[config.mk]
export PLATFORM = sky130hd
export DESIGN_NAME = exec_core
export DESIGN_NICKNAME = d
export VERILOG_FILES = /design/src/hw/exec_pkg.sv /design/src/hw/exec_ifs.sv /design/src/hw/decode_stage.sv /design/src/hw/reg_file.sv /design/src/hw/operand_stage.sv /design/src/hw/alu_stage.sv /design/src/hw/exec_core.sv
export SDC_FILE = /design/constraint.sdc
export NUM_CORES = 2
export LEC_CHECK = 0
export BUFFER_PORTS_ARGS = -buffer_cell sky130_fd_sc_hd__buf_2
export CELL_PAD_IN_SITES_DETAIL_PLACEMENT = 0
export CELL_PAD_IN_SITES_GLOBAL_PLACEMENT = 1
export CORE_ASPECT_RATIO = 0.8
export CORE_MARGIN = 2
export CORE_UTILIZATION = 47
export DETAILED_ROUTE_END_ITERATION = 6
export GPL_TIMING_DRIVEN = 0
export PLACE_DENSITY_LB_ADDON = 0.1
export SETUP_SLACK_MARGIN = 0.5
export SLEW_MARGIN = 20
export SYNTH_ARGS = -nofsm -noshare
export SYNTH_HDL_FRONTEND = slang
export SYNTH_SLANG_ARGS = --single-unit
[constraint.sdc]
create_clock -name clk -period 22.3 [get_ports clk]
set_input_delay 4.46 -clock clk [delete_from_list [all_inputs] [get_ports clk]]
set_output_delay 4.46 -clock clk [all_outputs]
set_load 0.03 [all_outputs]
[src/hw/exec_pkg.sv]
// ====================
// shared definitions for the execution pipeline
// opcode and size enums, instruction field layout
// register codes and their helpers
// flag bit positions and reset values
// ====================
`default_nettype none

package exec_pkg;

    typedef enum logic [3:0] {
        OP_NOP, OP_LD, OP_ADD, OP_ADC, OP_SUB, OP_CP, OP_AND, OP_OR,
        OP_XOR, OP_INC, OP_DEC, OP_LDRFP
    } op_e;

    typedef enum logic [1:0] {SZ_BYTE, SZ_WORD, SZ_LONG} size_e;

    typedef logic [7:0] reg_code_t; // [7] pointer, [5:2] acc index, [3:2] ptr index, [1:0] lane

    localparam int OP_MSB   = 31;
    localparam int OP_LSB   = 28;
    localparam int SIZE_MSB = 27;
    localparam int SIZE_LSB = 26;
    localparam int DST_MSB  = 25;
    localparam int DST_LSB  = 23;
    localparam int SRC_MSB  = 22;
    localparam int SRC_LSB  = 20;
    localparam int IMM_SEL  = 19;
    localparam int IMM_MSB  = 15;
    localparam int IMM_LSB  = 0;

    localparam int FLAG_S = 7;
    localparam int FLAG_Z = 6;
    localparam int FLAG_H = 4;
    localparam int FLAG_V = 2;
    localparam int FLAG_N = 1;
    localparam int FLAG_C = 0;

    localparam logic [31:0] XSP_RESET = 32'h100;

    // byte codes split W/A style pairs, word and long take whole registers
    function automatic reg_code_t r3_code(input logic [2:0] r3, input size_e sz,
                                          input logic [1:0] bank);
        if (sz == SZ_BYTE)
            return {2'b00, bank, r3[2:1], 1'b0, ~r3[0]};
        else if (r3[2])
            return {4'b1000, r3[1:0], 2'b00}; // XIX..XSP
        else
            return {2'b00, bank, r3[1:0], 2'b00};
    endfunction

    // true when both codes land in the same 32-bit register
    function automatic logic same_reg(input reg_code_t x, input reg_code_t y);
        if (x[7] != y[7])
            return 1'b0;
        return x[7] ? (x[3:2] == y[3:2]) : (x[5:2] == y[5:2]);
    endfunction

    function automatic logic [31:0] size_mask(input size_e sz);
        case (sz)
            SZ_BYTE: return 32'h0000_00ff;
            SZ_WORD: return 32'h0000_ffff;
            default: return 32'hffff_ffff;
        endcase
    endfunction

    function automatic logic size_msb(input logic [31:0] v, input size_e sz);
        case (sz)
            SZ_BYTE: return v[7];
            SZ_WORD: return v[15];
            default: return v[31];
        endcase
    endfunction

endpackage

`default_nettype wire

[src/hw/exec_ifs.sv]
// ====================
// stage interfaces
// dec_if   decode to operand stage
// opnd_if  operand to execute stage
// rf_if    register file read and write ports
// ====================
`timescale 1ns/10ps
`default_nettype none

interface dec_if;
    import exec_pkg::*;

    logic        valid;
    op_e         op;
    size_e       size;
    reg_code_t   dst_code;
    reg_code_t   src_code;
    logic        use_imm;
    logic [15:0] imm;

    modport src (output valid, op, size, dst_code, src_code, use_imm, imm);
    modport dst (input valid, op, size, dst_code, src_code, use_imm, imm);
endinterface

interface opnd_if;
    import exec_pkg::*;

    logic        valid;
    op_e         op;
    size_e       size;
    reg_code_t   dst_code;
    logic [31:0] a;      // already lane aligned and zero extended
    logic [31:0] b;

    modport src (output valid, op, size, dst_code, a, b);
    modport dst (input valid, op, size, dst_code, a, b);
endinterface

interface rf_if;
    import exec_pkg::*;

    reg_code_t   rd_a;
    reg_code_t   rd_b;
    logic [31:0] q_a;   // full 32-bit register, not lane shifted
    logic [31:0] q_b;
    logic        we;
    reg_code_t   wr_code;
    size_e       wr_size;
    logic [31:0] wr_data;

    modport rf (input rd_a, rd_b, we, wr_code, wr_size, wr_data, output q_a, q_b);
    modport rd (output rd_a, rd_b, input q_a, q_b);
    modport wr (output we, wr_code, wr_size, wr_data);
endinterface

`default_nettype wire

[src/hw/decode_stage.sv]
// ====================
// decode stage
// splits the instruction word, keeps the bank
// pointer and latches the register codes
// ====================
`timescale 1ns/10ps
`default_nettype none

module decode_stage #(
    parameter int NUM_BANKS = 4
) (
    input  logic        clk,
    input  logic        rst,
    input  logic [31:0] instr,
    input  logic        instr_valid,
    dec_if.src          dec,
    output logic [1:0]  rfp
);
    import exec_pkg::*;

    // bank count is a power of two, so wrapping is a mask
    localparam logic [1:0] BANK_WRAP = 2'(NUM_BANKS - 1);

    op_e        in_op;
    size_e      in_size;
    logic [2:0] in_dst;
    logic [2:0] in_src;
    logic       is_ldrfp;

    assign in_op    = op_e'(instr[OP_MSB:OP_LSB]);
    assign in_size  = size_e'(instr[SIZE_MSB:SIZE_LSB]);
    assign in_dst   = instr[DST_MSB:DST_LSB];
    assign in_src   = instr[SRC_MSB:SRC_LSB];
    assign is_ldrfp = instr_valid && (in_op == OP_LDRFP);

    always_ff @(posedge clk or posedge rst) begin
        if (rst) begin
            dec.valid <= 1'b0;
            rfp       <= 2'd0;
        end else begin
            dec.valid <= instr_valid && !is_ldrfp; // LDRFP leaves a bubble
            if (is_ldrfp) begin
                rfp <= instr[IMM_LSB +: 2] & BANK_WRAP;
            end
        end
    end

    // codes use the bank in force when the instruction is sampled
    always_ff @(posedge clk) begin
        dec.op       <= in_op;
        dec.size     <= in_size;
        dec.dst_code <= r3_code(in_dst, in_size, rfp);
        dec.src_code <= r3_code(in_src, in_size, rfp);
        dec.use_imm  <= instr[IMM_SEL];
        dec.imm      <= instr[IMM_MSB:IMM_LSB];
    end

endmodule

`default_nettype wire

[src/hw/reg_file.sv]
// ====================
// banked register file
// accumulators per bank and four pointers
// size aware partial writes with write-through
// byte wide dump port for state inspection
// ====================
`timescale 1ns/10ps
`default_nettype none

module reg_file #(
    parameter int NUM_BANKS = 4
) (
    input  logic       clk,
    input  logic       rst,
    rf_if.rf           rf,
    input  logic [1:0] rfp,
    input  logic [7:0] flags,
    input  logic [7:0] dmp_addr,
    output logic [7:0] dmp_dout
);
    import exec_pkg::*;

    localparam int NUM_ACCS = NUM_BANKS * 4;
    localparam int PTR_XSP  = 3;

    logic [31:0] accs [NUM_ACCS];
    logic [31:0] ptrs [4];

    logic [31:0] wr_old;
    logic [31:0] wr_merged;
    logic [31:0] stored_a;
    logic [31:0] stored_b;
    logic [31:0] dmp_word;

    // merge new data into the register being written
    always_comb begin
        wr_old    = rf.wr_code[7] ? ptrs[rf.wr_code[3:2]] : accs[rf.wr_code[5:2]];
        wr_merged = wr_old;
        case (rf.wr_size)
            SZ_BYTE: wr_merged[{rf.wr_code[1:0], 3'b000} +: 8] = rf.wr_data[7:0];
            SZ_WORD: wr_merged[15:0] = rf.wr_data[15:0];
            default: wr_merged = rf.wr_data;
        endcase
    end

    always_comb begin
        stored_a = rf.rd_a[7] ? ptrs[rf.rd_a[3:2]] : accs[rf.rd_a[5:2]];
        stored_b = rf.rd_b[7] ? ptrs[rf.rd_b[3:2]] : accs[rf.rd_b[5:2]];
    end

    // a read of the register under write sees the merged value
    assign rf.q_a = (rf.we && same_reg(rf.rd_a, rf.wr_code)) ? wr_merged : stored_a;
    assign rf.q_b = (rf.we && same_reg(rf.rd_b, rf.wr_code)) ? wr_merged : stored_b;

    always_ff @(posedge clk or posedge rst) begin
        if (rst) begin
            for (int i = 0; i < NUM_ACCS; i++) begin
                accs[i] <= '0;
            end
            for (int i = 0; i < 4; i++) begin
                ptrs[i] <= (i == PTR_XSP) ? XSP_RESET : '0;
            end
        end else if (rf.we) begin
            if (rf.wr_code[7]) begin
                ptrs[rf.wr_code[3:2]] <= wr_merged;
            end else begin
                accs[rf.wr_code[5:2]] <= wr_merged;
            end
        end
    end

    // 0..63 accumulators, 64..79 pointers
    always_comb begin
        dmp_word = '0;
        if (dmp_addr < 8'd64) begin
            if (int'(dmp_addr[5:2]) < NUM_ACCS) begin
                dmp_word = accs[dmp_addr[5:2]]; // banks beyond NUM_BANKS read 0
            end
        end else if (dmp_addr < 8'd80) begin
            dmp_word = ptrs[dmp_addr[3:2]];
        end
    end

    assign dmp_dout = (dmp_addr == 8'd80) ? flags :
                      (dmp_addr == 8'd81) ? {6'd0, rfp} :
                                            dmp_word[{dmp_addr[1:0], 3'b000} +: 8];

endmodule

`default_nettype wire

[src/hw/operand_stage.sv]
// ====================
// operand stage
// register file reads, lane extraction,
// size masking and immediate select
// ====================
`timescale 1ns/10ps
`default_nettype none

module operand_stage (
    input  logic clk,
    input  logic rst,
    dec_if.dst   dec,
    rf_if.rd     rf,
    opnd_if.src  opnd
);
    import exec_pkg::*;

    logic [31:0] mask;
    logic [31:0] lane_a;
    logic [31:0] lane_b;
    logic [31:0] imm_ext;

    // destination is also the first operand
    assign rf.rd_a = dec.dst_code;
    assign rf.rd_b = dec.src_code;

    assign mask    = size_mask(dec.size);
    assign imm_ext = {16'd0, dec.imm} & mask;

    // shift the addressed lane down to bit 0
    assign lane_a = (rf.q_a >> {dec.dst_code[1:0], 3'b000}) & mask;
    assign lane_b = dec.use_imm ? imm_ext
                                : (rf.q_b >> {dec.src_code[1:0], 3'b000}) & mask;

    always_ff @(posedge clk or posedge rst) begin
        if (rst) begin
            opnd.valid <= 1'b0;
        end else begin
            opnd.valid <= dec.valid;
        end
    end

    always_ff @(posedge clk) begin
        opnd.op       <= dec.op;
        opnd.size     <= dec.size;
        opnd.dst_code <= dec.dst_code;
        opnd.a        <= lane_a;
        opnd.b        <= lane_b;
    end

endmodule

`default_nettype wire

[src/hw/alu_stage.sv]
// ====================
// execute stage
// ALU at byte, word or long width
// flag register and write-back request
// done strobe and registered result
// ====================
`timescale 1ns/10ps
`default_nettype none

module alu_stage (
    input  logic        clk,
    input  logic        rst,
    opnd_if.dst         opnd,
    rf_if.wr            rf,
    output logic [7:0]  flags,
    output logic        done,
    output logic [31:0] result
);
    import exec_pkg::*;

    logic [31:0] b_eff;
    logic [32:0] raw;      // extra bit holds the long carry
    logic [31:0] res;
    logic        is_sub;
    logic        is_incdec;
    logic        half;
    logic        carry;
    logic        ovf;
    logic        a_top;
    logic        b_top;
    logic        r_top;
    logic [7:0]  flags_q;
    logic [7:0]  flags_nxt;

    assign is_incdec = (opnd.op == OP_INC) || (opnd.op == OP_DEC);
    assign is_sub    = (opnd.op == OP_SUB) || (opnd.op == OP_CP) || (opnd.op == OP_DEC);
    assign b_eff     = is_incdec ? 32'd1 : opnd.b;

    always_comb begin
        case (opnd.op)
            OP_LD:                 raw = {1'b0, opnd.b};
            OP_ADD, OP_INC:        raw = {1'b0, opnd.a} + {1'b0, b_eff};
            OP_ADC:                raw = {1'b0, opnd.a} + {1'b0, b_eff} + 33'(flags_q[FLAG_C]);
            OP_SUB, OP_CP, OP_DEC: raw = {1'b0, opnd.a} - {1'b0, b_eff};
            OP_AND:                raw = {1'b0, opnd.a & opnd.b};
            OP_OR:                 raw = {1'b0, opnd.a | opnd.b};
            OP_XOR:                raw = {1'b0, opnd.a ^ opnd.b};
            default:               raw = '0;
        endcase
        res = raw[31:0] & size_mask(opnd.size);
    end

    always_comb begin
        case (opnd.size)
            SZ_BYTE: carry = raw[8];
            SZ_WORD: carry = raw[16];
            default: carry = raw[32];
        endcase
    end

    assign half  = opnd.a[4] ^ b_eff[4] ^ raw[4]; // carry or borrow into bit 4
    assign a_top = size_msb(opnd.a, opnd.size);
    assign b_top = size_msb(b_eff, opnd.size);
    assign r_top = size_msb(res, opnd.size);
    assign ovf   = is_sub ? (a_top != b_top) && (r_top != a_top)
                          : (a_top == b_top) && (r_top != a_top);

    always_comb begin
        flags_nxt = flags_q;
        case (opnd.op)
            OP_ADD, OP_ADC, OP_SUB, OP_CP, OP_INC, OP_DEC: begin
                flags_nxt[FLAG_S] = r_top;
                flags_nxt[FLAG_Z] = (res == '0);
                flags_nxt[FLAG_H] = half;
                flags_nxt[FLAG_V] = ovf;
                flags_nxt[FLAG_N] = is_sub;
                if (!is_incdec) flags_nxt[FLAG_C] = carry; // INC/DEC keep C
            end
            OP_AND, OP_OR, OP_XOR: begin
                flags_nxt[FLAG_S] = r_top;
                flags_nxt[FLAG_Z] = (res == '0);
                flags_nxt[FLAG_H] = (opnd.op == OP_AND);
                flags_nxt[FLAG_V] = ~^res;   // even parity
                flags_nxt[FLAG_N] = 1'b0;
                flags_nxt[FLAG_C] = 1'b0;
            end
            default: ;                       // LD and NOP leave flags
        endcase
    end

    always_ff @(posedge clk or posedge rst) begin
        if (rst) begin
            flags_q <= 8'd0;
            done    <= 1'b0;
        end else begin
            if (opnd.valid) flags_q <= flags_nxt;
            done <= opnd.valid;
        end
    end

    always_ff @(posedge clk) begin
        if (opnd.valid) result <= res;
    end

    assign flags      = flags_q;
    assign rf.we      = opnd.valid && (opnd.op != OP_CP) && (opnd.op != OP_NOP);
    assign rf.wr_code = opnd.dst_code;
    assign rf.wr_size = opnd.size;
    assign rf.wr_data = res;

endmodule

`default_nettype wire

[src/hw/exec_core.sv]
// ====================
// execution core top level
// decode, operand and execute stages
// around the banked register file
// ====================
`timescale 1ns/10ps
`default_nettype none

module exec_core #(
    parameter int NUM_BANKS = 4
) (
    input  logic        clk,
    input  logic        rst,
    input  logic [31:0] instr,
    input  logic        instr_valid,
    output logic        done,
    output logic [31:0] result,
    output logic [7:0]  flags,
    input  logic [7:0]  dmp_addr,
    output logic [7:0]  dmp_dout
);

    logic [1:0] rfp;   // current bank, shown on the dump port

    dec_if  dec_bus ();
    opnd_if opnd_bus ();
    rf_if   rf_bus ();

    decode_stage #(.NUM_BANKS(NUM_BANKS)) u_decode (
        .clk         (clk),
        .rst         (rst),
        .instr       (instr),
        .instr_valid (instr_valid),
        .dec         (dec_bus.src),
        .rfp         (rfp)
    );

    operand_stage u_operand (
        .clk  (clk),
        .rst  (rst),
        .dec  (dec_bus.dst),
        .rf   (rf_bus.rd),
        .opnd (opnd_bus.src)
    );

    alu_stage u_alu (
        .clk    (clk),
        .rst    (rst),
        .opnd   (opnd_bus.dst),
        .rf     (rf_bus.wr),
        .flags  (flags),
        .done   (done),
        .result (result)
    );

    reg_file #(.NUM_BANKS(NUM_BANKS)) u_regs (
        .clk      (clk),
        .rst      (rst),
        .rf       (rf_bus.rf),
        .rfp      (rfp),
        .flags    (flags),
        .dmp_addr (dmp_addr),
        .dmp_dout (dmp_dout)
    );

endmodule

`default_nettype wire

==> out/qor.csv <==
metric;value;unit
status;finished with violations;
failing checks;design-rule violations;
cts repair resizes;0;
wire length per cell;45.64;um
final worst-path cycle share;69.51;%
Gate power share;42.5;%
RSZ-0062 raised after global routing;no;
GRT Util Overall;52.82;%
antenna violations before repair;32;
Max Clk Rate;64.52;MHz
switching part of the total;43.69;%
Avg Cell Area, Syn;10.84;um^2
Final Slew Violations;0;
Mapped Cells;5252;
worst hold path type;reg -> reg;
remaining antenna violation count;0;
final worst path period need;15.50;ns
Worst Setup End Kind;primary output;
# IOs;92;
worst hold start;u_decode.dec.op[0];
starting density of the core;47.25;%
Worst Setup SP;dmp_addr[3];
die height;315.4;um
Setup Fix Bufs, Post-CTS;0;
Arrival @ worst endpoint;11.04;ns
Fin. Hold Viols;0;
Post-synth EDFFs;32;
area growth from synthesis to layout;12.10;%
largest net degree at the start of global routing;35;
# hold bufs at CTS;0;
Final #Nets;5670;
post-route cell area;63840;um^2
CTS clk-pin slew, worst paths;0.06;ns
synth warn;0;
# rows;114;
Yosys top cell area share;30.49;%
Req. time, crit path;17.84;ns
Netlist cell types;112;
Clock Skew;0.04226;ns
vias per cell;7.716;
asr flop ratio synth;81.99;%
ys flop type;dfrtp_1;
# DRC;2;
Die Wd;393.2;um
sequential power share;32.3;%
Sink Count;794;
post-DP HPWL;255500;um
Int Pwr;3.657;mW
CTS Root Buffer Type;clkbuf_16;
Setup TNS Final;0;ns
placed inst area;60530;um^2
Psw;2.838;mW
total chip power;6.494;mW
worst slew pin tran;1.437;ns
power per cell area;101.7;nW/um^2
Lkg Pwr;25.53;nW
CTS tree;yes;
drt total wl;329200;um
Final setup violation count;0;
CTS Buf Count;88;
area of the multi-input gates;35080;um^2
worst slack, placed;7.099;ns
worst-path maximum fanout;10;
post-synthesis sequential area ratio;34.19;%
Layout fillers;10870;
Clk pwr share;25.1;%
max-cap violation count;0;
drt first-iter violations;10520;
post-synth top area cell;mux4_2;
Rel. slew slack;3.568;%
maximum VDD drop;0.1116;mV
Syn Std Cell Area;56950;um^2
setup ws final;6.800;ns
Port Buffers;82;
Die Area;124000;um^2
Clock Path Buffers;3;
ranking of synthesized cells by area;mux4_2, dfrtp_1, nand2_1, o21ai_0, dfxtp_1;
FF+latch area;19480;um^2
reg2reg start;u_operand.opnd.op[0];
global-route wire length before repair;435800;um
Yosys reg bits;794;
Crit Path Class;in -> out;
clk_lat worst skew;0.75;ns
share of cells above drive strength 1;24.87;%
grt total ovfl;0;
Core Area;120500;um^2
Critical Path Source Type;input pin;
first drt pass iteration count;7;
H-tree depth;3;
number of global-route vias before repair;49940;
vias after detailed routing;55660;
placer congestion estimate;1.148;
## worst paths after layout
kind                       slack, ns  cells past startpoint                    to
min reg2reg                     0.33                      0  u_operand.opnd.op[0]
max reg2reg                    10.72                     27        u_alu.flags[2]
min                             0.33                      0  u_operand.opnd.op[0]
max                             6.80                     11           dmp_dout[2]
min in group asynchronous       3.86                      2      u_regs.accs[197]
max in group asynchronous      16.59                      8      u_regs.accs[123]
## cell usage in the layout (no fill, tap or decap), types with 48 or more instances in the layout
| cell type | synthesis | routed |
|---|---|---|
| clkbuf_2 | 0 | 66 |
| clkbuf_1 | 366 | 325 |
| dfrtp_1 | 650 | 649 |
| mux4_2 | 771 | 771 |
| nand3_1 | 60 | 60 |
| clkbuf_16 | 0 | 91 |
| xnor2_1 | 48 | 48 |
| nand2_1 | 930 | 930 |
| o21ai_1 | 65 | 72 |
| dfxtp_1 | 111 | 111 |
| a21oi_1 | 161 | 156 |
| buf_2 | 56 | 191 |
| nor2_1 | 149 | 149 |
| o21ai_0 | 656 | 648 |
| inv_1 | 165 | 164 |
| ha_1 | 147 | 147 |
## stage by stage
step / utilization [%] / hold slack (ns) / cells
floorplan: - / 0.3096 / 5253
global placement: 49.29 / 0.3133 / 6959
detailed placement: 50.22 / 0.3164 / 7009
CTS: 52.80 / 0.3283 / 7173
global route: 52.92 / 0.3399 / 7189
finish: 52.97 / 0.3261 / 7213
## cells in the mapped netlist, drive strengths merged (39+ instances only)
cell / n
a211oi: 45
a21oi: 165
buf: 134
clkbuf: 366
dfrtp: 650
dfxtp: 111
ha: 147
inv: 167
mux2: 47
mux2i: 39
mux4: 771
nand2: 930
nand3: 60
nor2: 151
nor2b: 39
nor3: 46
o21ai: 723
xnor2: 48
## flip-flops by register name, summed over array words and instances, names as in the netlist, 16 cells and up
name,flops
u_alu.result,32
u_operand.opnd.b,32
u_decode.dec.imm,16
u_operand.opnd.a,32
u_regs.ptrs,128
u_regs.accs,512
## kinds of logic after synthesis
kind of cell             share of synthesized area, %
other                                        0.006584
flip-flops                                      34.19
AND/OR/NAND/NOR                                 10.83
XOR/XNOR                                       0.9490
adder cells (fa/ha/maj)                         3.300
buffers and inverters                           4.591
multiplexers                                    32.10
AO/OA/AOI/OAI                                   14.02
## power by group through the flow
stage	clock network, mW	registers (mW)	logic (mW)
CTS	1.62	2.07	2.57
global route	1.67	2.12	2.79
global placement	0	2.07	2.50
detailed placement	0	2.09	2.57
floorplan	0	1.97	1.56
finish	1.63	2.10	2.76
## critical path: stages
cell,delay [ns]
clkbuf_2,0.50
buf_1,0.92
clkbuf_1,0.99
clkbuf_2,0.79
clkbuf_1,0.84
mux4_2,0.44
a22oi_1,0.99
a21oi_1,0.18
nand2_1,0.11
o21ai_0,0.38
buf_2,0.35
## layer usage
layer	track usage, %	part of all wire (%)	vias to the layer above
met2	61.25	35	5738
met3	39.97	21	1203
met1	69.12	37	28190
met5	5.379	0.35	-
li1	-	-	20490
met4	26.54	6.5	38
## cell type report
type                       instances  share of cell area, %
multi-input combinational       3790                  54.94
sequential                       794                  30.51
clock buffer                     123                  3.990
buffer                           500                  3.326
tap                             1624                  3.183
timing repair buffer             135                  2.021
inverter                         169                 0.9995
clock inverter                    41                 0.8897
antenna                           37                 0.1450
(Power assumes the default switching activity.)
